<file path="config.mk">
export PLATFORM = sky130hd
export DESIGN_NAME = rv_frontend
export DESIGN_NICKNAME = d
export VERILOG_FILES = /design/src/verilog/rv_fe_pkg.sv /design/src/verilog/rv_fetch.sv /design/src/verilog/rv_fetch_buf.sv /design/src/verilog/rv_frontend.sv /design/src/verilog/rv_predecode.sv
export SDC_FILE = /design/constraint.sdc
export NUM_CORES = 1
export LEC_CHECK = 0
export BUFFER_PORTS_ARGS = -buffer_cell sky130_fd_sc_hd__buf_2
export CORE_MARGIN = 4
export CORE_UTILIZATION = 58
export CTS_CLUSTER_SIZE = 14
export DETAILED_ROUTE_END_ITERATION = 16
export GPL_ROUTABILITY_DRIVEN = 0
export PLACE_DENSITY_LB_ADDON = 0.12
export SETUP_SLACK_MARGIN = 0.02
export SLEW_MARGIN = 10
export SYNTH_ARGS = -nofsm -noshare
export SYNTH_HDL_FRONTEND = slang
export SYNTH_HIERARCHICAL = 1
export SYNTH_SLANG_ARGS = --single-unit
</file>
<file path="constraint.sdc">
create_clock -name clk_i -period 8.6 [get_ports clk_i]
set_clock_uncertainty 0.15 [all_clocks]
set_input_delay 0.86 -clock clk_i [delete_from_list [all_inputs] [get_ports clk_i]]
set_output_delay 0.86 -clock clk_i [all_outputs]
set_load 0.01 [all_outputs]
</file>
<file path="src/verilog/rv_fe_pkg.sv">
// Shared RV32I front-end definitions; referenced by scoped name from every RTL file and the bench
`default_nettype none

package rv_fe_pkg;

  //////////////////////////////////////////////////
  // Widths
  //////////////////////////////////////////////////

  // Default data and address width
  localparam int unsigned XLEN_DEF = 32;
  // Instruction word
  localparam int unsigned ILEN     = 32;
  // Register file address
  localparam int unsigned REG_AW   = 5;
  // CSR address
  localparam int unsigned CSR_AW   = 12;

  //////////////////////////////////////////////////
  // Encodings
  //////////////////////////////////////////////////

  // Major opcodes, bits [6:0]
  typedef enum logic [6:0] {
    OPC_LUI    = 7'b0110111,
    OPC_JAL    = 7'b1101111,
    OPC_BRANCH = 7'b1100011,
    OPC_SYSTEM = 7'b1110011,
    OPC_OP_IMM = 7'b0010011,
    OPC_OP     = 7'b0110011
  } opcode_e;

  // funct3 within SYSTEM
  typedef enum logic [2:0] {
    F3_PRIV   = 3'b000,
    F3_CSRRW  = 3'b001,
    F3_CSRRS  = 3'b010,
    F3_CSRRC  = 3'b011,
    F3_CSRRWI = 3'b101,
    F3_CSRRSI = 3'b110,
    F3_CSRRCI = 3'b111
  } sys_funct_e;

  // Trap returns, full words
  localparam logic [ILEN-1:0] PRIV_MRET = 32'h3020_0073;
  localparam logic [ILEN-1:0] PRIV_SRET = 32'h1020_0073;
  localparam logic [ILEN-1:0] PRIV_URET = 32'h0020_0073;

  // ADDI x0,x0,0
  localparam logic [ILEN-1:0] INSN_NOP  = 32'h0000_0013;

  // Reset fetch address
  localparam logic [XLEN_DEF-1:0] PC_INIT_DEF = 32'h0000_0200;

  //////////////////////////////////////////////////
  // Field helpers
  //////////////////////////////////////////////////

  // True for any of the six CSR access forms
  function automatic logic is_csr_f3(logic [2:0] f3);
    case (sys_funct_e'(f3))
      F3_CSRRW, F3_CSRRS, F3_CSRRC,
      F3_CSRRWI, F3_CSRRSI, F3_CSRRCI: return 1'b1;
      default:                         return 1'b0;
    endcase
  endfunction

  // B-type offset, bit 0 always zero
  function automatic logic [12:0] imm_b(logic [ILEN-1:0] insn);
    return {insn[31], insn[7], insn[30:25], insn[11:8], 1'b0};
  endfunction

  // J-type offset, bit 0 always zero
  function automatic logic [20:0] imm_j(logic [ILEN-1:0] insn);
    return {insn[31], insn[19:12], insn[20], insn[30:21], 1'b0};
  endfunction

endpackage

`default_nettype wire

</file>
<file path="src/verilog/rv_fetch.sv">
// Instruction fetch unit; Wishbone classic read master that feeds the fetch buffer in rv_frontend
`timescale 1ns/10ps
`default_nettype none

module rv_fetch #(
  parameter int unsigned     XLEN    = 32,
  parameter logic [XLEN-1:0] PC_INIT = 'h200
) (
  input  logic                       clk_i,
  input  logic                       rst_ni,
  // New PC sources, flush wins
  input  logic                       redirect_i,
  input  logic                       flush_i,
  input  logic [XLEN-1:0]            redirect_pc_i,
  input  logic [XLEN-1:0]            flush_pc_i,
  // Buffer can take one more word
  input  logic                       buf_space_i,
  // Wishbone classic master
  output logic                       wb_cyc_o,
  output logic                       wb_stb_o,
  output logic                       wb_we_o,
  output logic [XLEN-1:0]            wb_adr_o,
  output logic [3:0]                 wb_sel_o,
  input  logic [31:0]                wb_dat_i,
  input  logic                       wb_ack_i,
  input  logic                       wb_err_i,
  // Toward the buffer
  output logic                       push_o,
  output logic                       err_o,
  output logic [XLEN-1:0]            pc_o,
  output logic [rv_fe_pkg::ILEN-1:0] insn_o
);

  // Word aligned, no compressed support
  localparam logic [XLEN-1:0] ADR_MASK = {XLEN{1'b1}} << 2;

  typedef enum logic {
    FS_IDLE,
    FS_BUSY
  } fetch_state_e;

  fetch_state_e    state_q;
  // Next address to fetch
  logic [XLEN-1:0] pc_q;
  // Address of the read on the bus
  logic [XLEN-1:0] adr_q;
  // Read in flight belongs to an old stream
  logic            stale_q;
  logic            new_pc;
  logic [XLEN-1:0] new_pc_val;
  logic            bus_done;
  logic            start;

  //////////////////////////////////////////////////
  // Control
  //////////////////////////////////////////////////

  assign new_pc     = redirect_i | flush_i;
  assign new_pc_val = (flush_i ? flush_pc_i : redirect_pc_i) & ADR_MASK;

  // Ack or err ends the bus cycle
  assign bus_done = (state_q == FS_BUSY) & (wb_ack_i | wb_err_i);

  // Open a cycle only with nothing outstanding and room downstream
  assign start = (state_q == FS_IDLE) & buf_space_i & ~new_pc;

  always_ff @(posedge clk_i or negedge rst_ni) begin
    if (!rst_ni) begin
      state_q <= FS_IDLE;
    end else begin
      case (state_q)
        FS_IDLE: if (start) state_q <= FS_BUSY;
        FS_BUSY: if (bus_done) state_q <= FS_IDLE;
        default: state_q <= FS_IDLE;
      endcase
    end
  end

  // Redirect while busy marks the pending word for discard
  always_ff @(posedge clk_i or negedge rst_ni) begin
    if (!rst_ni) begin
      stale_q <= 1'b0;
    end else if (bus_done) begin
      stale_q <= 1'b0;
    end else if (new_pc && state_q == FS_BUSY) begin
      stale_q <= 1'b1;
    end
  end

  //////////////////////////////////////////////////
  // Addresses
  //////////////////////////////////////////////////

  // Step by one word after each accepted word
  always_ff @(posedge clk_i or negedge rst_ni) begin
    if (!rst_ni) begin
      pc_q <= PC_INIT & ADR_MASK;
    end else if (new_pc) begin
      pc_q <= new_pc_val;
    end else if (push_o) begin
      pc_q <= pc_q + XLEN'(4);
    end
  end

  // Held for the whole cycle, even across a redirect
  always_ff @(posedge clk_i) begin
    if (start) begin
      adr_q <= pc_q;
    end
  end

  //////////////////////////////////////////////////
  // Outputs
  //////////////////////////////////////////////////

  assign wb_cyc_o = (state_q == FS_BUSY);
  assign wb_stb_o = (state_q == FS_BUSY);
  assign wb_we_o  = 1'b0;
  assign wb_sel_o = 4'hf;
  assign wb_adr_o = adr_q;

  // Word goes out unless stale or overtaken this very cycle
  assign push_o = bus_done & ~stale_q & ~new_pc;
  assign err_o  = wb_err_i;
  assign pc_o   = adr_q;
  assign insn_o = wb_dat_i;

endmodule

`default_nettype wire

</file>
<file path="src/verilog/rv_fetch_buf.sv">
// Small FIFO of fetched words between rv_fetch and rv_predecode; cleared on every PC change
`timescale 1ns/10ps
`default_nettype none

module rv_fetch_buf #(
  parameter int unsigned XLEN      = 32,
  parameter int unsigned BUF_DEPTH = 2
) (
  input  logic                       clk_i,
  input  logic                       rst_ni,
  input  logic                       clear_i,
  input  logic                       push_i,
  input  logic                       pop_i,
  input  logic [XLEN-1:0]            pc_i,
  input  logic [rv_fe_pkg::ILEN-1:0] insn_i,
  input  logic                       err_i,
  output logic                       valid_o,
  output logic                       space_o,
  output logic                       err_o,
  output logic [XLEN-1:0]            pc_o,
  output logic [rv_fe_pkg::ILEN-1:0] insn_o
);

  localparam int unsigned PTR_W = $clog2(BUF_DEPTH);

  // Storage
  logic [XLEN-1:0]            pc_mem   [BUF_DEPTH];
  logic [rv_fe_pkg::ILEN-1:0] insn_mem [BUF_DEPTH];
  logic [BUF_DEPTH-1:0]       err_mem;

  logic [PTR_W-1:0] rd_ptr_q;
  logic [PTR_W-1:0] wr_ptr_q;
  logic [PTR_W:0]   cnt_q;
  logic             do_push;
  logic             do_pop;

  assign valid_o = (cnt_q != '0);
  // Fetch opens a read only with nothing else outstanding, so one slot covers it
  assign space_o = (cnt_q < (PTR_W+1)'(BUF_DEPTH));
  assign do_pop  = pop_i & valid_o;
  assign do_push = push_i & (space_o | do_pop);

  always_ff @(posedge clk_i) begin
    if (do_push) begin
      pc_mem[wr_ptr_q]   <= pc_i;
      insn_mem[wr_ptr_q] <= insn_i;
      err_mem[wr_ptr_q]  <= err_i;
    end
  end

  // Pointers wrap on their own, depth is a power of two
  always_ff @(posedge clk_i or negedge rst_ni) begin
    if (!rst_ni) begin
      rd_ptr_q <= '0;
      wr_ptr_q <= '0;
      cnt_q    <= '0;
    end else if (clear_i) begin
      rd_ptr_q <= '0;
      wr_ptr_q <= '0;
      cnt_q    <= '0;
    end else begin
      if (do_push) wr_ptr_q <= wr_ptr_q + 1'b1;
      if (do_pop) rd_ptr_q <= rd_ptr_q + 1'b1;
      case ({do_push, do_pop})
        2'b10:   cnt_q <= cnt_q + 1'b1;
        2'b01:   cnt_q <= cnt_q - 1'b1;
        default: cnt_q <= cnt_q;
      endcase
    end
  end

  // Head shown without a register stage
  assign pc_o   = pc_mem[rd_ptr_q];
  assign insn_o = insn_mem[rd_ptr_q];
  assign err_o  = err_mem[rd_ptr_q];

endmodule

`default_nettype wire

</file>
<file path="src/verilog/rv_frontend.sv">
// RV32I instruction front end top; fetch, buffer and pre-decoder for the decode stage
`timescale 1ns/10ps
`default_nettype none

module rv_frontend #(
  parameter int unsigned     XLEN      = rv_fe_pkg::XLEN_DEF,
  parameter logic [XLEN-1:0] PC_INIT   = rv_fe_pkg::PC_INIT_DEF,
  parameter int unsigned     BUF_DEPTH = 2
) (
  input  logic                         clk_i,
  input  logic                         rst_ni,
  input  logic                         id_stall_i,
  input  logic                         kill_i,
  input  logic                         flush_i,
  input  logic [XLEN-1:0]              flush_pc_i,
  // Wishbone classic master
  output logic                         wb_cyc_o,
  output logic                         wb_stb_o,
  output logic                         wb_we_o,
  output logic [XLEN-1:0]              wb_adr_o,
  output logic [3:0]                   wb_sel_o,
  input  logic [31:0]                  wb_dat_i,
  input  logic                         wb_ack_i,
  input  logic                         wb_err_i,
  // Toward decode
  output logic                         pd_stall_o,
  output logic [XLEN-1:0]              pd_pc_o,
  output logic [rv_fe_pkg::ILEN-1:0]   pd_insn_o,
  output logic                         pd_bubble_o,
  output logic                         pd_exc_o,
  output logic                         pd_pred_taken_o,
  output logic [rv_fe_pkg::REG_AW-1:0] pd_rs1_o,
  output logic [rv_fe_pkg::REG_AW-1:0] pd_rs2_o,
  output logic [rv_fe_pkg::CSR_AW-1:0] pd_csr_reg_o
);

  // Fetch to buffer
  logic                       fe_push;
  logic                       fe_err;
  logic [XLEN-1:0]            fe_pc;
  logic [rv_fe_pkg::ILEN-1:0] fe_insn;
  // Buffer head
  logic                       fb_valid;
  logic                       fb_err;
  logic [XLEN-1:0]            fb_pc;
  logic [rv_fe_pkg::ILEN-1:0] fb_insn;
  logic                       buf_space;
  logic                       buf_clear;
  // Pre-decoder
  logic                       pd_pop;
  logic                       pd_redirect;
  logic [XLEN-1:0]            pd_nxt_pc;

  // Any PC change empties the buffer
  assign buf_clear = pd_redirect | flush_i;

  rv_fetch #(
    .XLEN    (XLEN),
    .PC_INIT (PC_INIT)
  ) u_fetch (
    .clk_i         (clk_i),
    .rst_ni        (rst_ni),
    .redirect_i    (pd_redirect),
    .flush_i       (flush_i),
    .redirect_pc_i (pd_nxt_pc),
    .flush_pc_i    (flush_pc_i),
    .buf_space_i   (buf_space),
    .wb_cyc_o      (wb_cyc_o),
    .wb_stb_o      (wb_stb_o),
    .wb_we_o       (wb_we_o),
    .wb_adr_o      (wb_adr_o),
    .wb_sel_o      (wb_sel_o),
    .wb_dat_i      (wb_dat_i),
    .wb_ack_i      (wb_ack_i),
    .wb_err_i      (wb_err_i),
    .push_o        (fe_push),
    .err_o         (fe_err),
    .pc_o          (fe_pc),
    .insn_o        (fe_insn)
  );

  rv_fetch_buf #(
    .XLEN      (XLEN),
    .BUF_DEPTH (BUF_DEPTH)
  ) u_fetch_buf (
    .clk_i   (clk_i),
    .rst_ni  (rst_ni),
    .clear_i (buf_clear),
    .push_i  (fe_push),
    .pop_i   (pd_pop),
    .pc_i    (fe_pc),
    .insn_i  (fe_insn),
    .err_i   (fe_err),
    .valid_o (fb_valid),
    .space_o (buf_space),
    .err_o   (fb_err),
    .pc_o    (fb_pc),
    .insn_o  (fb_insn)
  );

  rv_predecode #(
    .XLEN    (XLEN),
    .PC_INIT (PC_INIT)
  ) u_predecode (
    .clk_i           (clk_i),
    .rst_ni          (rst_ni),
    .id_stall_i      (id_stall_i),
    .kill_i          (kill_i),
    .flush_i         (flush_i),
    .fb_valid_i      (fb_valid),
    .fb_err_i        (fb_err),
    .fb_pc_i         (fb_pc),
    .fb_insn_i       (fb_insn),
    .pop_o           (pd_pop),
    .pd_stall_o      (pd_stall_o),
    .redirect_o      (pd_redirect),
    .nxt_pc_o        (pd_nxt_pc),
    .pd_pc_o         (pd_pc_o),
    .pd_insn_o       (pd_insn_o),
    .pd_bubble_o     (pd_bubble_o),
    .pd_exc_o        (pd_exc_o),
    .pd_pred_taken_o (pd_pred_taken_o),
    .pd_rs1_o        (pd_rs1_o),
    .pd_rs2_o        (pd_rs2_o),
    .pd_csr_reg_o    (pd_csr_reg_o)
  );

endmodule

`default_nettype wire

</file>
<file path="src/verilog/rv_predecode.sv">
// Instruction pre-decoder stage; takes the fetch buffer head and registers it for the decode stage
`timescale 1ns/10ps
`default_nettype none

module rv_predecode #(
  parameter int unsigned     XLEN    = 32,
  parameter logic [XLEN-1:0] PC_INIT = 'h200
) (
  input  logic                         clk_i,
  input  logic                         rst_ni,
  // Later stages
  input  logic                         id_stall_i,
  input  logic                         kill_i,
  input  logic                         flush_i,
  // Buffer head
  input  logic                         fb_valid_i,
  input  logic                         fb_err_i,
  input  logic [XLEN-1:0]              fb_pc_i,
  input  logic [rv_fe_pkg::ILEN-1:0]   fb_insn_i,
  output logic                         pop_o,
  output logic                         pd_stall_o,
  // Toward fetch
  output logic                         redirect_o,
  output logic [XLEN-1:0]              nxt_pc_o,
  // Stage registers
  output logic [XLEN-1:0]              pd_pc_o,
  output logic [rv_fe_pkg::ILEN-1:0]   pd_insn_o,
  output logic                         pd_bubble_o,
  output logic                         pd_exc_o,
  output logic                         pd_pred_taken_o,
  // Register file and CSR addresses, from the head
  output logic [rv_fe_pkg::REG_AW-1:0] pd_rs1_o,
  output logic [rv_fe_pkg::REG_AW-1:0] pd_rs2_o,
  output logic [rv_fe_pkg::CSR_AW-1:0] pd_csr_reg_o
);

  localparam logic [XLEN-1:0] ADR_MASK = {XLEN{1'b1}} << 2;

  logic [rv_fe_pkg::ILEN-1:0] head_insn;
  rv_fe_pkg::opcode_e         head_opc;
  rv_fe_pkg::opcode_e         pd_opc;
  logic                       csr_rd;
  logic                       csr_wr;
  logic                       xret;
  logic [12:0]                imm_b;
  logic [20:0]                imm_j;
  logic [XLEN-1:0]            ext_imm_b;
  logic [XLEN-1:0]            ext_imm_j;
  logic                       is_jal;
  logic                       is_branch;
  logic                       branch_taken;

  // Empty buffer reads as a NOP
  assign head_insn = fb_valid_i ? fb_insn_i : rv_fe_pkg::INSN_NOP;
  assign head_opc  = rv_fe_pkg::opcode_e'(head_insn[6:0]);
  assign pd_opc    = rv_fe_pkg::opcode_e'(pd_insn_o[6:0]);

  //////////////////////////////////////////////////
  // CSR hazard
  //////////////////////////////////////////////////

  assign csr_rd = fb_valid_i & (head_opc == rv_fe_pkg::OPC_SYSTEM) &
                  rv_fe_pkg::is_csr_f3(head_insn[14:12]);

  assign xret = fb_valid_i & ((head_insn == rv_fe_pkg::PRIV_MRET) |
                              (head_insn == rv_fe_pkg::PRIV_SRET) |
                              (head_insn == rv_fe_pkg::PRIV_URET));

  // Any CSR op counts as a write here
  assign csr_wr = ~pd_bubble_o & (pd_opc == rv_fe_pkg::OPC_SYSTEM) &
                  rv_fe_pkg::is_csr_f3(pd_insn_o[14:12]);

  assign pd_stall_o = id_stall_i | ((csr_rd | xret) & csr_wr);
  assign pop_o      = fb_valid_i & ~pd_stall_o;

  assign pd_rs1_o     = head_insn[19:15];
  assign pd_rs2_o     = head_insn[24:20];
  assign pd_csr_reg_o = head_insn[31:20];

  //////////////////////////////////////////////////
  // Static prediction
  //////////////////////////////////////////////////

  assign imm_b     = rv_fe_pkg::imm_b(head_insn);
  assign imm_j     = rv_fe_pkg::imm_j(head_insn);
  assign ext_imm_b = {{(XLEN-13){imm_b[12]}}, imm_b};
  assign ext_imm_j = {{(XLEN-21){imm_j[20]}}, imm_j};

  // A bus error word carries no usable opcode
  assign is_jal    = fb_valid_i & ~fb_err_i & (head_opc == rv_fe_pkg::OPC_JAL);
  assign is_branch = fb_valid_i & ~fb_err_i & (head_opc == rv_fe_pkg::OPC_BRANCH);

  // JAL always, branches only backward
  assign branch_taken = is_jal | (is_branch & imm_b[12]);
  assign nxt_pc_o     = (fb_pc_i + (is_jal ? ext_imm_j : ext_imm_b)) & ADR_MASK;

  // Head leaves on pop, so the strobe cannot repeat
  // Killed or flushed branches steer nothing
  assign redirect_o = pop_o & branch_taken & ~flush_i & ~kill_i;

  //////////////////////////////////////////////////
  // Stage registers
  //////////////////////////////////////////////////

  always_ff @(posedge clk_i or negedge rst_ni) begin
    if (!rst_ni) begin
      pd_pc_o   <= PC_INIT & ADR_MASK;
      pd_insn_o <= rv_fe_pkg::INSN_NOP;
    end else if (pop_o) begin
      pd_pc_o   <= fb_pc_i & ADR_MASK;
      pd_insn_o <= fb_insn_i;
    end
  end

  // Bubble on flush, kill, hazard or empty head
  always_ff @(posedge clk_i or negedge rst_ni) begin
    if (!rst_ni) begin
      pd_bubble_o     <= 1'b1;
      pd_exc_o        <= 1'b0;
      pd_pred_taken_o <= 1'b0;
    end else if (flush_i || kill_i) begin
      pd_bubble_o     <= 1'b1;
      pd_exc_o        <= 1'b0;
      pd_pred_taken_o <= 1'b0;
    end else if (!id_stall_i) begin
      pd_bubble_o     <= ~pop_o;
      pd_exc_o        <= pop_o & fb_err_i;
      pd_pred_taken_o <= pop_o & branch_taken;
    end
  end

endmodule

`default_nettype wire
</file>
==> tab_implementation.tex <==
\begin{tabular}{lr}
\hline
Metric & Value \\
\hline
\multicolumn{2}{l}{\textbf{Outcome}} \\
\quad Outcome & finished clean \\
\multicolumn{2}{l}{\textbf{Drt}} \\
\quad Detail Route met2 WL & roughly 16 mm \\
\quad Detailed-route wire length & approximately 33 mm \\
\quad Remaining design rule violation count & 0 \\
\quad DRT Pass-1 Iters & 5 \\
\quad Number of DRC markers in iteration 0 & 773 \\
\quad Number of nets with antenna violations after routing & 0 \\
\quad Via density & 5.86 \\
\quad Total number of vias & 9057 \\
\quad Average wire per standard cell & 21.5 um \\
\quad M1 WL & 13.9 mm \\
\quad DR WL met3 & 2.09 mm \\
\quad Highest layer used for signal routing & met4 \\
\multicolumn{2}{l}{\textbf{Critical path}} \\
\quad Crit path required time & 8890 ps \\
\quad Worst Path Arrival & 6180 ps \\
\quad Number of gates on the worst path with buffers counted & 17 \\
\quad Delay-heaviest family, CP & simple AND/OR/NAND/NOR gates \\
\quad Nature of the critical path endpoint & register \\
\quad Delay of the slowest cell on the worst path & a little under 1000 ps \\
\quad Worst Reg2Reg Path Length in Cells & 17 \\
\quad Capturing point of the worst reg2reg path & u\_fetch/pc\_q[29] \\
\quad CP bufs+invs & 1 \\
\quad Maximum fanout encountered on the critical timing path & 47 \\
\quad Critical path class & reg -> reg \\
\quad Worst setup startpoint & u\_fetch\_buf/rd\_ptr\_q \\
\quad R2R Setup Slk & 2710 ps \\
\quad Cells traversed along the worst timing path & mux2\_2 > nand4bb\_1 > nor3\_4 > mux2i\_1 > nor2b\_1 > inv\_1 > fa\_1 > nor2b\_1 > o2111ai\_1 > a211oi\_1 > o2111ai\_1 > and4\_1 > or4\_1 > o211ai\_1 > a22o\_1 > nor4\_1 > a211oi\_1 \\
\quad Max stage delay cell, worst path & dfrtp\_4 \\
\quad Nature of the critical path startpoint & register \\
\quad Launch instance of the worst register-to-register path & u\_fetch\_buf/rd\_ptr\_q \\
\multicolumn{2}{l}{\textbf{STA}} \\
\quad Worst rel slew slack & approximately 35\% \\
\quad Fmax & roughly 170 MHz \\
\quad Setup Viol. Count Final & 0 \\
\quad Max-slew violation total from the final report & 0 \\
\quad Number of hold-slack violations in the final timing report & 0 \\
\quad Fin crit period & just under 6000 ps \\
\quad Final critical-path share of the clock period & 68.5\% \\
\quad Transition time at the pin with the least slew margin & 965 ps \\
\quad Sum Neg Setup Slack & 0 ps \\
\quad Unrepaired setup endpoints after global routing & false \\
\multicolumn{2}{l}{\textbf{Layout}} \\
\quad Growth of design area from synthesis to finish & 11.6\% \\
\quad Final antenna diode count & 0 \\
\quad Commonest non-fill, non-tap cell in the layout & buf\_2 \\
\quad Commonest non-fill, non-tap cells in the layout & buf\_2, edfxtp\_1, dfrtp\_1 \\
\quad Non-Filler Instances & around 1500 \\
\quad Footprint of the flip-flops and latches & around 7300 um\^{}2 \\
\quad Fin nets & 1315 \\
\quad Area taken by multi-input logic gates & approximately 5400 um\^{}2 \\
\quad Filler Cell Count & 1810 \\
\quad Layout cell share with drive strength beyond 1 & 31.3\% \\
\multicolumn{2}{l}{\textbf{Power}} \\
\quad Static Leak & 0.00625 uW \\
\quad Peak supply drop & 0.203 mV \\
\quad Total power divided by cell area & 236 nW/um\^{}2 \\
\multicolumn{2}{l}{\textbf{Hold path}} \\
\quad Path class of the lowest-slack min-delay path & in -> async \\
\multicolumn{2}{l}{\textbf{GRT}} \\
\quad Global routing usage summed across all routing layers & between 20 and 30\% \\
\quad Number of antenna violations at the first check in global routing & 0 \\
\quad Largest net degree at the start of global routing & 71 \\
\quad First-pass GRT wire length & $\sim$52 mm \\
\quad Grt ovf & 0 \\
\quad Via count of the first global-routing pass & slightly above 9000 \\
\multicolumn{2}{l}{\textbf{Synthesis}} \\
\quad Synth warn & 6 \\
\quad Mean instance size in the synthesized netlist & 12.4 um\^{}2 \\
\quad Cell count after synthesis & 1099 \\
\quad Combined area of all synthesized cells & 13600 um\^{}2 \\
\multicolumn{2}{l}{\textbf{Floorplanning}} \\
\quad Total Die Area & 25900 um\^{}2 \\
\quad Count of boundary I/O pins & 200 \\
\quad Die Ht & 161 um \\
\quad Core area & 22800 um\^{}2 \\
\quad Effective utilization at floorplan & 59.5\% \\
\quad Std cell rows & 55 \\
\quad DIE WIDTH & between 150 and 200 um \\
\multicolumn{2}{l}{\textbf{Clock network}} \\
\quad Clock tree from TritonCTS & built \\
\quad Clock slew at reported path FFs & roughly 60 ps \\
\quad Clock Tree Root & clkbuf\_16 \\
\quad Buffers inserted during post-CTS setup optimization & 0 \\
\quad Number of buffers between clock root and the deepest sink & 3 \\
\quad Hold-fix buffers, CTS & 0 \\
\quad H-Tree Depth & 1 \\
\quad Resized Gates After CTS & 0 \\
\quad Number of clock sinks & 259 \\
\quad Skew-Pair Late Insertion Delay & 540 ps \\
\quad CTS Buf Count & 28 \\
\multicolumn{2}{l}{\textbf{Job}} \\
\quad Max Cap Viol & 0 \\
\multicolumn{2}{l}{\textbf{Placed design}} \\
\quad Cells after DPL & about 1500 \\
\quad Port bufs & $\sim$190 \\
\quad Placed wire-length estimate after detailed placement & 23.4 mm \\
\hline
\end{tabular}
[sequential cells by signal, indices dropped and copies added, names as in the netlist, 2 cells and up]
signal                 count
u_fetch_buf/cnt_q          2
u_predecode/pd_insn_o     32
u_fetch/pc_o              30
u_fetch_buf/pc_mem        62
u_fetch_buf/insn_mem      64
u_fetch_buf/err_mem        2
u_fetch/pc_q              30
u_predecode/pd_pc_o       30
[metrics by stage]
step / utilization [%] / power [uW] / setup slack (ps) / hold slack (ps) / area [um^2]
after CTS: 66.3 / 3610 / 2770 / 269 / 15200
after global routing: 66.3 / 3750 / 2470 / 293 / 15200
after global placement: 62.3 / 2400 / 2860 / 303 / 14200
after floorplan: - / 2130 / 2690 / 296 / 13600
final: 66.3 / 3580 / 2710 / 252 / 15200
after detailed placement: 62.3 / 2420 / 2840 / 313 / 14200
[per-layer routing]
layer	global-route usage (%)	vias to the layer above
li1	-	4212
met1	34.0	4442
met2	42.6	337
met3	3.80	66
met4	7.79	0
met5	0	-
[cell type report]
type | count | share of cell area, %
clock inverter | 18 | 1.04
sequential | 259 | 48.1
timing repair buffer | 200 | 6.82
tap | 313 | 2.58
multi-input combinational | 698 | 35.9
clock buffer | 34 | 5.04
inverter | 24 | 0.594
[power breakdown]
group / switching [uW] / internal [uW]
Sequential: 132 / 1540
Combinational: 395 / 330
Clock: 491 / 694
[how the worst max path moves through the flow]
stage                        endpoint  slack (ps)
3_3_place_gp         u_fetch/pc_q[29]        2860
6_report             u_fetch/pc_q[29]        2710
3_5_place_dp         u_fetch/pc_q[29]        2840
5_1_grt              u_fetch/pc_q[29]        2470
4_1_cts              u_fetch/pc_q[29]        2770
2_1_floorplan  u_fetch_buf/err_mem[1]        2690
Power figures use the tool's default switching activity.
